### config.mk
export PLATFORM = sky130hd
export DESIGN_NAME = npu_top
export DESIGN_NICKNAME = d
export VERILOG_FILES = /design/src/verilog/npu_cfg_pkg.sv /design/src/verilog/npu_ctrl_pkg.sv /design/src/verilog/npu_step_if.sv /design/src/verilog/npu_reg_file.sv /design/src/verilog/npu_controller.sv /design/src/verilog/npu_step_counter.sv /design/src/verilog/npu_operand_buffer.sv /design/src/verilog/npu_mac_row.sv /design/src/verilog/npu_top.sv
export SDC_FILE = /design/constraint.sdc
export NUM_CORES = 2
export LEC_CHECK = 0
export BUFFER_PORTS_ARGS = -buffer_cell sky130_fd_sc_hd__buf_2
export CORE_UTILIZATION = 50
export CTS_BUF_LIST = sky130_fd_sc_hd__clkbuf_4
export CTS_CLUSTER_DIAMETER = 50
export DETAILED_ROUTE_END_ITERATION = 8
export PLACE_DENSITY_LB_ADDON = 0.1
export REMOVE_ABC_BUFFERS = 1
export SYNTH_ARGS = -nofsm -noshare
export SYNTH_HDL_FRONTEND = slang
export SYNTH_SLANG_ARGS = --single-unit
### constraint.sdc
create_clock -name clk -period 16.25 [get_ports clk]
set_input_delay 3.25 -clock clk [delete_from_list [all_inputs] [get_ports clk]]
set_output_delay 3.25 -clock clk [all_outputs]
set_load 0.05 [all_outputs]
### src/verilog/npu_cfg_pkg.sv
// Array sizes, operand and register widths
// Register map offsets and buffer windows
// Version constant

package npu_cfg_pkg;

    // Array and operand sizes
    localparam int pe_cols   = 4;
    localparam int data_w    = 8;
    localparam int acc_w     = 32;
    localparam int vec_depth = 8;
    localparam int idx_w     = 3;

    // Host register port
    localparam int reg_addr_w = 8;
    localparam int reg_data_w = 32;

    // Fixed registers
    localparam logic [reg_addr_w-1:0] reg_ctrl       = 8'h00;
    localparam logic [reg_addr_w-1:0] reg_status     = 8'h04;
    localparam logic [reg_addr_w-1:0] reg_irq_en     = 8'h08;
    localparam logic [reg_addr_w-1:0] reg_irq_status = 8'h0C;
    localparam logic [reg_addr_w-1:0] reg_version    = 8'h10;
    localparam logic [reg_addr_w-1:0] reg_config     = 8'h14;
    localparam logic [reg_addr_w-1:0] reg_len        = 8'h18;

    // Windows, one word per step or per column
    localparam logic [reg_addr_w-1:0] act_base = 8'h40;
    localparam logic [reg_addr_w-1:0] wgt_base = 8'h80;
    localparam logic [reg_addr_w-1:0] res_base = 8'hC0;

    localparam logic [reg_data_w-1:0] npu_version = 32'h0001_0400;

endpackage

### src/verilog/npu_ctrl_pkg.sv
// Controller state and activation function encodings

package npu_ctrl_pkg;

    typedef enum logic [3:0] {
        st_idle  = 4'd0,
        st_clear = 4'd1,
        st_mac   = 4'd2,
        st_store = 4'd3,
        st_done  = 4'd4
    } ctrl_state_e;

    // Codes 2 and 3 behave as act_none
    typedef enum logic [1:0] {
        act_none = 2'd0,
        act_relu = 2'd1
    } act_func_e;

endpackage

### src/verilog/npu_step_if.sv
// Per-step control from the FSM and step counter to the datapath

interface npu_step_if;

    // Accumulator clear, one cycle at the start of a run
    logic clear_acc;
    // One operand pair per cycle while high
    logic mac_en;
    // Latch activated sums into the result registers
    logic store;
    // Operand index within the vector
    logic [npu_cfg_pkg::idx_w-1:0] k_index;

    modport fsm (
        output clear_acc,
        output mac_en,
        output store
    );

    modport counter (
        input  clear_acc,
        input  mac_en,
        output k_index
    );

    modport datapath (
        input clear_acc,
        input mac_en,
        input store,
        input k_index
    );

endinterface

### src/verilog/npu_reg_file.sv
// Host register decode, control, length and irq registers
// Buffer write strobes, start pulse, read mux and irq output

module npu_reg_file (
    input  logic                                  clk,
    input  logic                                  rst_n,
    input  logic                                  reg_wr,
    input  logic [npu_cfg_pkg::reg_addr_w-1:0]    reg_addr,
    input  logic [npu_cfg_pkg::reg_data_w-1:0]    reg_wdata,
    output logic [npu_cfg_pkg::reg_data_w-1:0]    reg_rdata,
    output logic                                  irq,
    input  logic                                  busy,
    input  logic                                  done,
    input  npu_ctrl_pkg::ctrl_state_e             state,
    input  logic [npu_cfg_pkg::pe_cols-1:0][npu_cfg_pkg::acc_w-1:0] results,
    output logic                                  start,
    output logic [npu_cfg_pkg::idx_w-1:0]         k_last,
    output npu_ctrl_pkg::act_func_e               act_func,
    output logic                                  act_wr,
    output logic                                  wgt_wr,
    output logic [npu_cfg_pkg::idx_w-1:0]         wr_index,
    output logic [npu_cfg_pkg::reg_data_w-1:0]    wr_data
);

    // ctrl bits: 0 enable, 1 start, 3:2 activation function
    logic [3:0]                    ctrl_q;
    logic                          irq_en_q;
    logic [npu_cfg_pkg::idx_w-1:0] len_q;
    logic                          done_q;
    logic                          irq_st_q;
    logic                          act_hit;
    logic                          wgt_hit;
    logic                          res_hit;

    // =========================================================================
    // Address decode
    // =========================================================================

    // Operand windows span vec_depth words, result window pe_cols words
    assign act_hit = (reg_addr >> (npu_cfg_pkg::idx_w + 2)) ==
                     (npu_cfg_pkg::act_base >> (npu_cfg_pkg::idx_w + 2));
    assign wgt_hit = (reg_addr >> (npu_cfg_pkg::idx_w + 2)) ==
                     (npu_cfg_pkg::wgt_base >> (npu_cfg_pkg::idx_w + 2));
    assign res_hit = (reg_addr >> 4) == (npu_cfg_pkg::res_base >> 4);

    // Buffers stay frozen for the whole run
    assign act_wr   = reg_wr && act_hit && !busy;
    assign wgt_wr   = reg_wr && wgt_hit && !busy;
    assign wr_index = reg_addr[npu_cfg_pkg::idx_w+1:2];
    assign wr_data  = reg_wdata;

    // =========================================================================
    // Control registers
    // =========================================================================

    always_ff @(posedge clk or negedge rst_n) begin
        if (!rst_n) begin
            ctrl_q   <= '0;
            irq_en_q <= 1'b0;
            len_q    <= '0;
        end else begin
            // Start bit lives for one cycle unless rewritten
            if (reg_wr && reg_addr == npu_cfg_pkg::reg_ctrl)
                ctrl_q <= reg_wdata[3:0];
            else if (ctrl_q[1])
                ctrl_q[1] <= 1'b0;
            if (reg_wr && reg_addr == npu_cfg_pkg::reg_irq_en)
                irq_en_q <= reg_wdata[0];
            if (reg_wr && reg_addr == npu_cfg_pkg::reg_len)
                len_q <= reg_wdata[npu_cfg_pkg::idx_w-1:0];
        end
    end

    assign start    = ctrl_q[1] && ctrl_q[0];
    assign k_last   = len_q;
    assign act_func = npu_ctrl_pkg::act_func_e'(ctrl_q[3:2]);

    // Sticky done and run-done interrupt status
    always_ff @(posedge clk or negedge rst_n) begin
        if (!rst_n) begin
            done_q   <= 1'b0;
            irq_st_q <= 1'b0;
        end else begin
            if (start)
                done_q <= 1'b0;
            else if (done)
                done_q <= 1'b1;
            // A new done event beats a clear in the same cycle
            if (done)
                irq_st_q <= 1'b1;
            else if (reg_wr && reg_addr == npu_cfg_pkg::reg_irq_status && reg_wdata[0])
                irq_st_q <= 1'b0;
        end
    end

    assign irq = irq_st_q && irq_en_q;

    // =========================================================================
    // Read mux
    // =========================================================================

    always_comb begin
        reg_rdata = '0;
        case (reg_addr)
            npu_cfg_pkg::reg_ctrl:       reg_rdata = npu_cfg_pkg::reg_data_w'(ctrl_q);
            npu_cfg_pkg::reg_status:
                reg_rdata = npu_cfg_pkg::reg_data_w'({state, 2'b00, done_q, busy});
            npu_cfg_pkg::reg_irq_en:     reg_rdata = npu_cfg_pkg::reg_data_w'(irq_en_q);
            npu_cfg_pkg::reg_irq_status: reg_rdata = npu_cfg_pkg::reg_data_w'(irq_st_q);
            npu_cfg_pkg::reg_version:    reg_rdata = npu_cfg_pkg::npu_version;
            npu_cfg_pkg::reg_config:
                reg_rdata = {16'(npu_cfg_pkg::pe_cols), 16'(npu_cfg_pkg::vec_depth)};
            npu_cfg_pkg::reg_len:        reg_rdata = npu_cfg_pkg::reg_data_w'(len_q);
            default: begin
                // Operand windows are write only
                if (res_hit)
                    reg_rdata = results[reg_addr[3:2]];
            end
        endcase
    end

endmodule

### src/verilog/npu_controller.sv
// Run sequencing FSM: idle, clear, mac, store, done
// Busy, done pulse and per-step datapath control

module npu_controller (
    input  logic                      clk,
    input  logic                      rst_n,
    input  logic                      start,
    input  logic                      last,
    output logic                      busy,
    output logic                      done,
    output npu_ctrl_pkg::ctrl_state_e state,
    npu_step_if.fsm                   step
);

    npu_ctrl_pkg::ctrl_state_e state_d;

    always_comb begin
        state_d = state;
        case (state)
            npu_ctrl_pkg::st_idle:
                if (start)
                    state_d = npu_ctrl_pkg::st_clear;
            npu_ctrl_pkg::st_clear:
                state_d = npu_ctrl_pkg::st_mac;
            // One operand pair per cycle until the last index
            npu_ctrl_pkg::st_mac:
                if (last)
                    state_d = npu_ctrl_pkg::st_store;
            npu_ctrl_pkg::st_store:
                state_d = npu_ctrl_pkg::st_done;
            default:
                state_d = npu_ctrl_pkg::st_idle;
        endcase
    end

    always_ff @(posedge clk or negedge rst_n) begin
        if (!rst_n)
            state <= npu_ctrl_pkg::st_idle;
        else
            state <= state_d;
    end

    // Step control decoded from the state register
    assign step.clear_acc = (state == npu_ctrl_pkg::st_clear);
    assign step.mac_en    = (state == npu_ctrl_pkg::st_mac);
    assign step.store     = (state == npu_ctrl_pkg::st_store);

    assign busy = (state == npu_ctrl_pkg::st_clear) ||
                  (state == npu_ctrl_pkg::st_mac)   ||
                  (state == npu_ctrl_pkg::st_store);
    assign done = (state == npu_ctrl_pkg::st_done);

endmodule

### src/verilog/npu_step_counter.sv
// Operand index counter for the mac phase
// Last-step flag against the programmed length

module npu_step_counter (
    input  logic                          clk,
    input  logic                          rst_n,
    input  logic [npu_cfg_pkg::idx_w-1:0] k_last,
    npu_step_if.counter                   step,
    output logic                          last
);

    always_ff @(posedge clk or negedge rst_n) begin
        if (!rst_n)
            step.k_index <= '0;
        else if (step.clear_acc)
            step.k_index <= '0;
        else if (step.mac_en)
            step.k_index <= step.k_index + 1'b1;
    end

    // Only sampled by the FSM during mac
    assign last = (step.k_index == k_last);

endmodule

### src/verilog/npu_operand_buffer.sv
// Activation and weight storage, one entry per step
// Host writes by index, datapath reads at k_index

module npu_operand_buffer (
    input  logic                                  clk,
    input  logic                                  rst_n,
    input  logic                                  act_wr,
    input  logic                                  wgt_wr,
    input  logic [npu_cfg_pkg::idx_w-1:0]         wr_index,
    input  logic [npu_cfg_pkg::reg_data_w-1:0]    wr_data,
    npu_step_if.datapath                          step,
    output logic signed [npu_cfg_pkg::data_w-1:0] act_val,
    output logic [npu_cfg_pkg::pe_cols-1:0][npu_cfg_pkg::data_w-1:0] wgt_vals
);

    logic signed [npu_cfg_pkg::data_w-1:0] act_mem [npu_cfg_pkg::vec_depth];
    // Column c weight in byte c of each word
    logic [npu_cfg_pkg::pe_cols-1:0][npu_cfg_pkg::data_w-1:0]
        wgt_mem [npu_cfg_pkg::vec_depth];

    // Unwritten entries read as zero after reset
    always_ff @(posedge clk or negedge rst_n) begin
        if (!rst_n) begin
            for (int i = 0; i < npu_cfg_pkg::vec_depth; i++) begin
                act_mem[i] <= '0;
                wgt_mem[i] <= '0;
            end
        end else begin
            if (act_wr)
                act_mem[wr_index] <= wr_data[npu_cfg_pkg::data_w-1:0];
            if (wgt_wr)
                wgt_mem[wr_index] <= wr_data[npu_cfg_pkg::pe_cols*npu_cfg_pkg::data_w-1:0];
        end
    end

    assign act_val  = act_mem[step.k_index];
    assign wgt_vals = wgt_mem[step.k_index];

endmodule

### src/verilog/npu_mac_row.sv
// Row of four signed multiply-accumulate cells
// Activation step and result registers

module npu_mac_row (
    input  logic                                  clk,
    input  logic                                  rst_n,
    input  logic signed [npu_cfg_pkg::data_w-1:0] act_val,
    input  logic [npu_cfg_pkg::pe_cols-1:0][npu_cfg_pkg::data_w-1:0] wgt_vals,
    input  npu_ctrl_pkg::act_func_e               act_func,
    npu_step_if.datapath                          step,
    output logic [npu_cfg_pkg::pe_cols-1:0][npu_cfg_pkg::acc_w-1:0] results
);

    logic signed [npu_cfg_pkg::acc_w-1:0] acc_q [npu_cfg_pkg::pe_cols];
    logic                                 relu_en;

    // Codes other than act_relu pass the sum through
    assign relu_en = (act_func == npu_ctrl_pkg::act_relu);

    always_ff @(posedge clk or negedge rst_n) begin
        if (!rst_n) begin
            for (int c = 0; c < npu_cfg_pkg::pe_cols; c++)
                acc_q[c] <= '0;
            results <= '0;
        end else begin
            for (int c = 0; c < npu_cfg_pkg::pe_cols; c++) begin
                // Product sign-extends to the accumulator width
                if (step.clear_acc)
                    acc_q[c] <= '0;
                else if (step.mac_en)
                    acc_q[c] <= acc_q[c] + act_val * $signed(wgt_vals[c]);

                // Results hold until the next store
                if (step.store) begin
                    if (relu_en && acc_q[c] < 0)
                        results[c] <= '0;
                    else
                        results[c] <= acc_q[c];
                end
            end
        end
    end

endmodule

### src/verilog/npu_top.sv
// NPU compute core top level with a plain host register port
// Register file, controller, step counter, operand buffer, mac row

module npu_top (
    input  logic                               clk,
    input  logic                               rst_n,
    input  logic                               reg_wr,
    input  logic [npu_cfg_pkg::reg_addr_w-1:0] reg_addr,
    input  logic [npu_cfg_pkg::reg_data_w-1:0] reg_wdata,
    output logic [npu_cfg_pkg::reg_data_w-1:0] reg_rdata,
    output logic                               irq
);

    logic                                  start;
    logic                                  busy;
    logic                                  done;
    logic                                  last;
    npu_ctrl_pkg::ctrl_state_e             state;
    npu_ctrl_pkg::act_func_e               act_func;
    logic [npu_cfg_pkg::idx_w-1:0]         k_last;
    logic                                  act_wr;
    logic                                  wgt_wr;
    logic [npu_cfg_pkg::idx_w-1:0]         wr_index;
    logic [npu_cfg_pkg::reg_data_w-1:0]    wr_data;
    logic signed [npu_cfg_pkg::data_w-1:0] act_val;
    logic [npu_cfg_pkg::pe_cols-1:0][npu_cfg_pkg::data_w-1:0] wgt_vals;
    logic [npu_cfg_pkg::pe_cols-1:0][npu_cfg_pkg::acc_w-1:0]  results;

    npu_step_if step_if ();

    // =========================================================================
    // Host side and control
    // =========================================================================

    npu_reg_file u_reg_file (
        .clk       (clk),
        .rst_n     (rst_n),
        .reg_wr    (reg_wr),
        .reg_addr  (reg_addr),
        .reg_wdata (reg_wdata),
        .reg_rdata (reg_rdata),
        .irq       (irq),
        .busy      (busy),
        .done      (done),
        .state     (state),
        .results   (results),
        .start     (start),
        .k_last    (k_last),
        .act_func  (act_func),
        .act_wr    (act_wr),
        .wgt_wr    (wgt_wr),
        .wr_index  (wr_index),
        .wr_data   (wr_data)
    );

    npu_controller u_controller (
        .clk   (clk),
        .rst_n (rst_n),
        .start (start),
        .last  (last),
        .busy  (busy),
        .done  (done),
        .state (state),
        .step  (step_if.fsm)
    );

    npu_step_counter u_step_counter (
        .clk    (clk),
        .rst_n  (rst_n),
        .k_last (k_last),
        .step   (step_if.counter),
        .last   (last)
    );

    // =========================================================================
    // Datapath
    // =========================================================================

    npu_operand_buffer u_operand_buffer (
        .clk      (clk),
        .rst_n    (rst_n),
        .act_wr   (act_wr),
        .wgt_wr   (wgt_wr),
        .wr_index (wr_index),
        .wr_data  (wr_data),
        .step     (step_if.datapath),
        .act_val  (act_val),
        .wgt_vals (wgt_vals)
    );

    npu_mac_row u_mac_row (
        .clk      (clk),
        .rst_n    (rst_n),
        .act_val  (act_val),
        .wgt_vals (wgt_vals),
        .act_func (act_func),
        .step     (step_if.datapath),
        .results  (results)
    );

endmodule

==> impl_results.md <==
* Status: finished, final reports clean
* WL/cell at 20.08 µm
* Switching pwr at 4.371 mW
* PortBufs at 75
* Clock skew at 0.07945 ns
* Leak at 21.60 nW
* Crit Path Class: reg2reg
* Crit path top cell by count: fa_1
* Sequential share of the synthesized area at 36.39%
* Die H at 287.3 µm
* Fin Setup TNS at 0 ns
* Clock latency on the worst-skew pair at 1.01 ns
* FMAX at 96.98 MHz
* Slowest cell on the critical path: xnor2_2
* Layout Nets at 4324
* Worst hold path type: reg2reg
* FF-to-FF Start: u_step_counter.step.k_index[0]
* Most Used Layer, Global Route: met2
* Number of flops mapped to enable cells by yosys at 0
* M2 GR Usage at 40.16%
* First-pass GRT wire length at 161700 µm
* I/O pin count at 76
* Cell area after synthesis at 0.04071 mm²
* GRT Util Overall at 25.23%
* # hold bufs at CTS at 0
* Post-Syn Area per Cell at 11.06 µm²
* Max-slew headroom at 20.69%
* Register area at 0.01483 mm²
* Number of global-route vias before repair at 28.48k
* Initial antenna violation count at 4
* CTS tree: built
* Final Max Tran Viols at 0
* Vias per inst at 5.621
* Synth cell types at 82
* Crit-path max FO at 34
* #FFs+latches synth at 592
* Post-CTS setup buffer count at 0
* CTS Root Cell: clkbuf_4
* Largest net degree at the start of global routing at 85
* Grt total ovfl at 0
* Critical Path RT at 17.13 ns
* Max incr delay on CP at 0.87 ns
* Footprint of the multi-input gates at 0.02409 mm²
* Overall power at 9.420 mW
* Post-CTS resize count at 0
* Post-synth top flop: dfrtp_1
* Drt pass-1 iters at 5
* Arr. time, crit path at 11.19 ns
* Die ar. at 0.08256 mm²
* Die Wd at 287.3 µm
* Maximum root-to-sink buffer count at 3
* DRT iter0 DRCs at 1802
* RSZ-0062 raised after global routing: no
* Gpl congestion at 0.8673
* VDD IR max at 130.2 µV
* Final number of hold-violating endpoints at 0
* Comb power frac at 61.4%
* Number of max-cap violations at 0
* Crit end category: flip-flop
* Minimum clock period at 10.31 ns
* Clock buffer count from CTS at 164
* Sequential fraction of design power at 24.0%
* Vias after detailed routing at 28.05k
* Power Dens Cells at 211.7 mW/mm²
* Total of fill cells in the finished design at 7149
* Area added between synthesis and finish at 9.307%
* GRT met3 Usage at 4.222%
* Gate Count Post-Synth at 3680
* Clock power frac at 14.6%
* Setup crit start kind: flip-flop
* Core area at 0.08055 mm²
* Synth Warn # at 0
* Tcrit/Tclk final at 63.46%
* Power Internal at 5.048 mW
* Cells after DPL at 4702
* Final wirelength at 100200 µm
* Async set-reset flop share out of synthesis at 100.0%
* Worst-path clk slew at 0.06 ns
* CTS Sinks at 592
* Slew @ Worst Pin at 1.157 ns
* Share of post-route cells with drive strength above 1 at 22.98%
* Fin cells at 4991
* Initial Util at 50.54%
* Critical Path Start: u_step_counter.step.k_index[0]
* Htree depth at 4
* Met1 usage at 35.18%
* Switching power share of the total at 46.41%
* Dpl hpwl at 69840 µm
* Hold Path Origin: u_mac_row.results[31]
* Rows at 104
* Post-DRT Antenna Nets at 0
* Final setup fails at 0
* DRC at 0
## cells by family after synthesis
logic type | after synthesis | synth area share [%]
compound gates | 656 | 11.06
buf+inv | 533 | 4.924
fa+ha+maj | 473 | 18.67
simple gates | 769 | 8.825
mux | 492 | 16.58
flops | 592 | 36.39
xor+xnor | 165 | 3.550
## final timing paths
| path | endpoint | cells after the start | slack (ns) |
|---|---|---|---|
| worst max-delay path | u_mac_row.acc_q[31] | 31 | 5.94 |
| max in group asynchronous | u_operand_buffer.wgt_mem[138] | 3 | 11.75 |
| worst min register to register | u_mac_row.results[31] | 2 | 0.48 |
| min in group asynchronous | u_mac_row.acc_q[58] | 1 | 2.23 |
| worst min-delay path | u_mac_row.results[31] | 2 | 0.48 |
| worst max register to register | u_mac_row.acc_q[31] | 31 | 5.94 |
## layout by cell type, fill, tap and decap left out, drive strengths merged, types with 8 or more instances in the layout
cell type  synthesis  final
nand4              9      9
o211ai            11     11
dfrtp            592    592
o21ai            162    162
mux4             112    112
ha               249    249
or3               11     11
nand2b            51     51
a21oi            129    129
nor3              31     31
a31oi             12     12
fa               224    224
nor2             264    264
buf               31    120
a21o              53     53
or2               30     30
clkbuf           127    238
nor2b             53     53
inv              374    380
nor4               8      8
and3              13     13
mux2i             41     41
nand3             38     38
and2              35     35
a211oi            17     17
o21bai            16     16
o31ai             15     15
xor2              68     68
o21a              22     22
nand2            209    209
mux2             339    339
clkinv             1     38
xnor2             97     97
a22o             148    148
## layout make-up
type / count / share of cell area, %
inverters: 375 / 3.163
clock buffers: 238 / 4.016
repair buffers: 120 / 1.625
well taps: 1060 / 2.981
clock inverters: 46 / 0.7227
flip-flops and latches: 592 / 33.32
multi-input cells: 2555 / 54.14
diodes: 5 / 0.02812
## state kept, by name (all words and copies together), names as in the netlist
signal,cells
u_mac_row.acc_q,128
u_reg_file.k_last,3
u_controller.state,3
u_operand_buffer.wgt_mem,256
u_step_counter.step.k_index,3
u_reg_file.irq_st_q,1
u_reg_file.done_q,1
u_mac_row.results,128
u_reg_file.irq_en_q,1
u_operand_buffer.act_mem,64
u_reg_file.ctrl_q,4
## worst max-delay path: cells and delay by family, from the launching register on
| family | cells | cell delay, ns |
|---|---|---|
| flip-flops | 1 | 0.75 |
| buffers and inverters | 5 | 1.38 |
| multiplexers | 2 | 1.22 |
| adder cells (fa/ha/maj) | 6 | 2.62 |
| AO/OA/AOI/OAI | 10 | 2.16 |
| AND/OR/NAND/NOR | 6 | 1.04 |
| XOR/XNOR | 2 | 0.98 |
## power by group through the flow
stage / combinational, mW / sequential, mW / clock (mW)
after floorplan: 4.43 / 2.16 / 0
after global placement: 5.72 / 2.29 / 0
after detailed placement: 5.77 / 2.29 / 0
after CTS: 5.80 / 2.27 / 1.42
after global routing: 6.52 / 2.31 / 1.51
final: 5.78 / 2.26 / 1.38
## synth_stat cells (68+ instances only)
cell / instances / area share [%]
dfrtp_1: 592 / 36
mux4_2: 112 / 6.2
xor2_1: 68 / 1.5
nand2_1: 209 / 1.9
o21ai_0: 157 / 1.9
fa_1: 224 / 11
ha_1: 249 / 7.7
inv_1: 374 / 3.4
a21oi_1: 129 / 1.6
a22o_1: 148 / 3.2
mux2_2: 339 / 9.4
clkbuf_1: 127 / 1.2
nor2_1: 264 / 2.4
xnor2_1: 97 / 2.1
## metal layers
metal / share of wire [%] / routed length, µm / vias up
met3: 4.2 / 4183 / 130
met4: 2.3 / 2310 / 2
met1: 47 / 46630 / 14150
met2: 47 / 47090 / 556
met5: 0.013 / 13 / -
li1: - / - / 13210
## stage by stage
| step | hold WS [ns] | cell area, µm² | worst slack, ns | utilization, % |
|---|---|---|---|---|
| final | 0.4787 | 44500 | 5.938 | 55.24 |
| after global routing | 0.5110 | 44500 | 5.140 | 55.24 |
| after CTS | 0.4803 | 44480 | 5.828 | 55.23 |
| after detailed placement | 0.4658 | 42370 | 5.809 | 52.61 |
| after global placement | 0.4466 | 42370 | 6.033 | 52.61 |
| after floorplan | 0.4334 | 40110 | 4.356 | - |
Power figures use the tool's default switching activity.
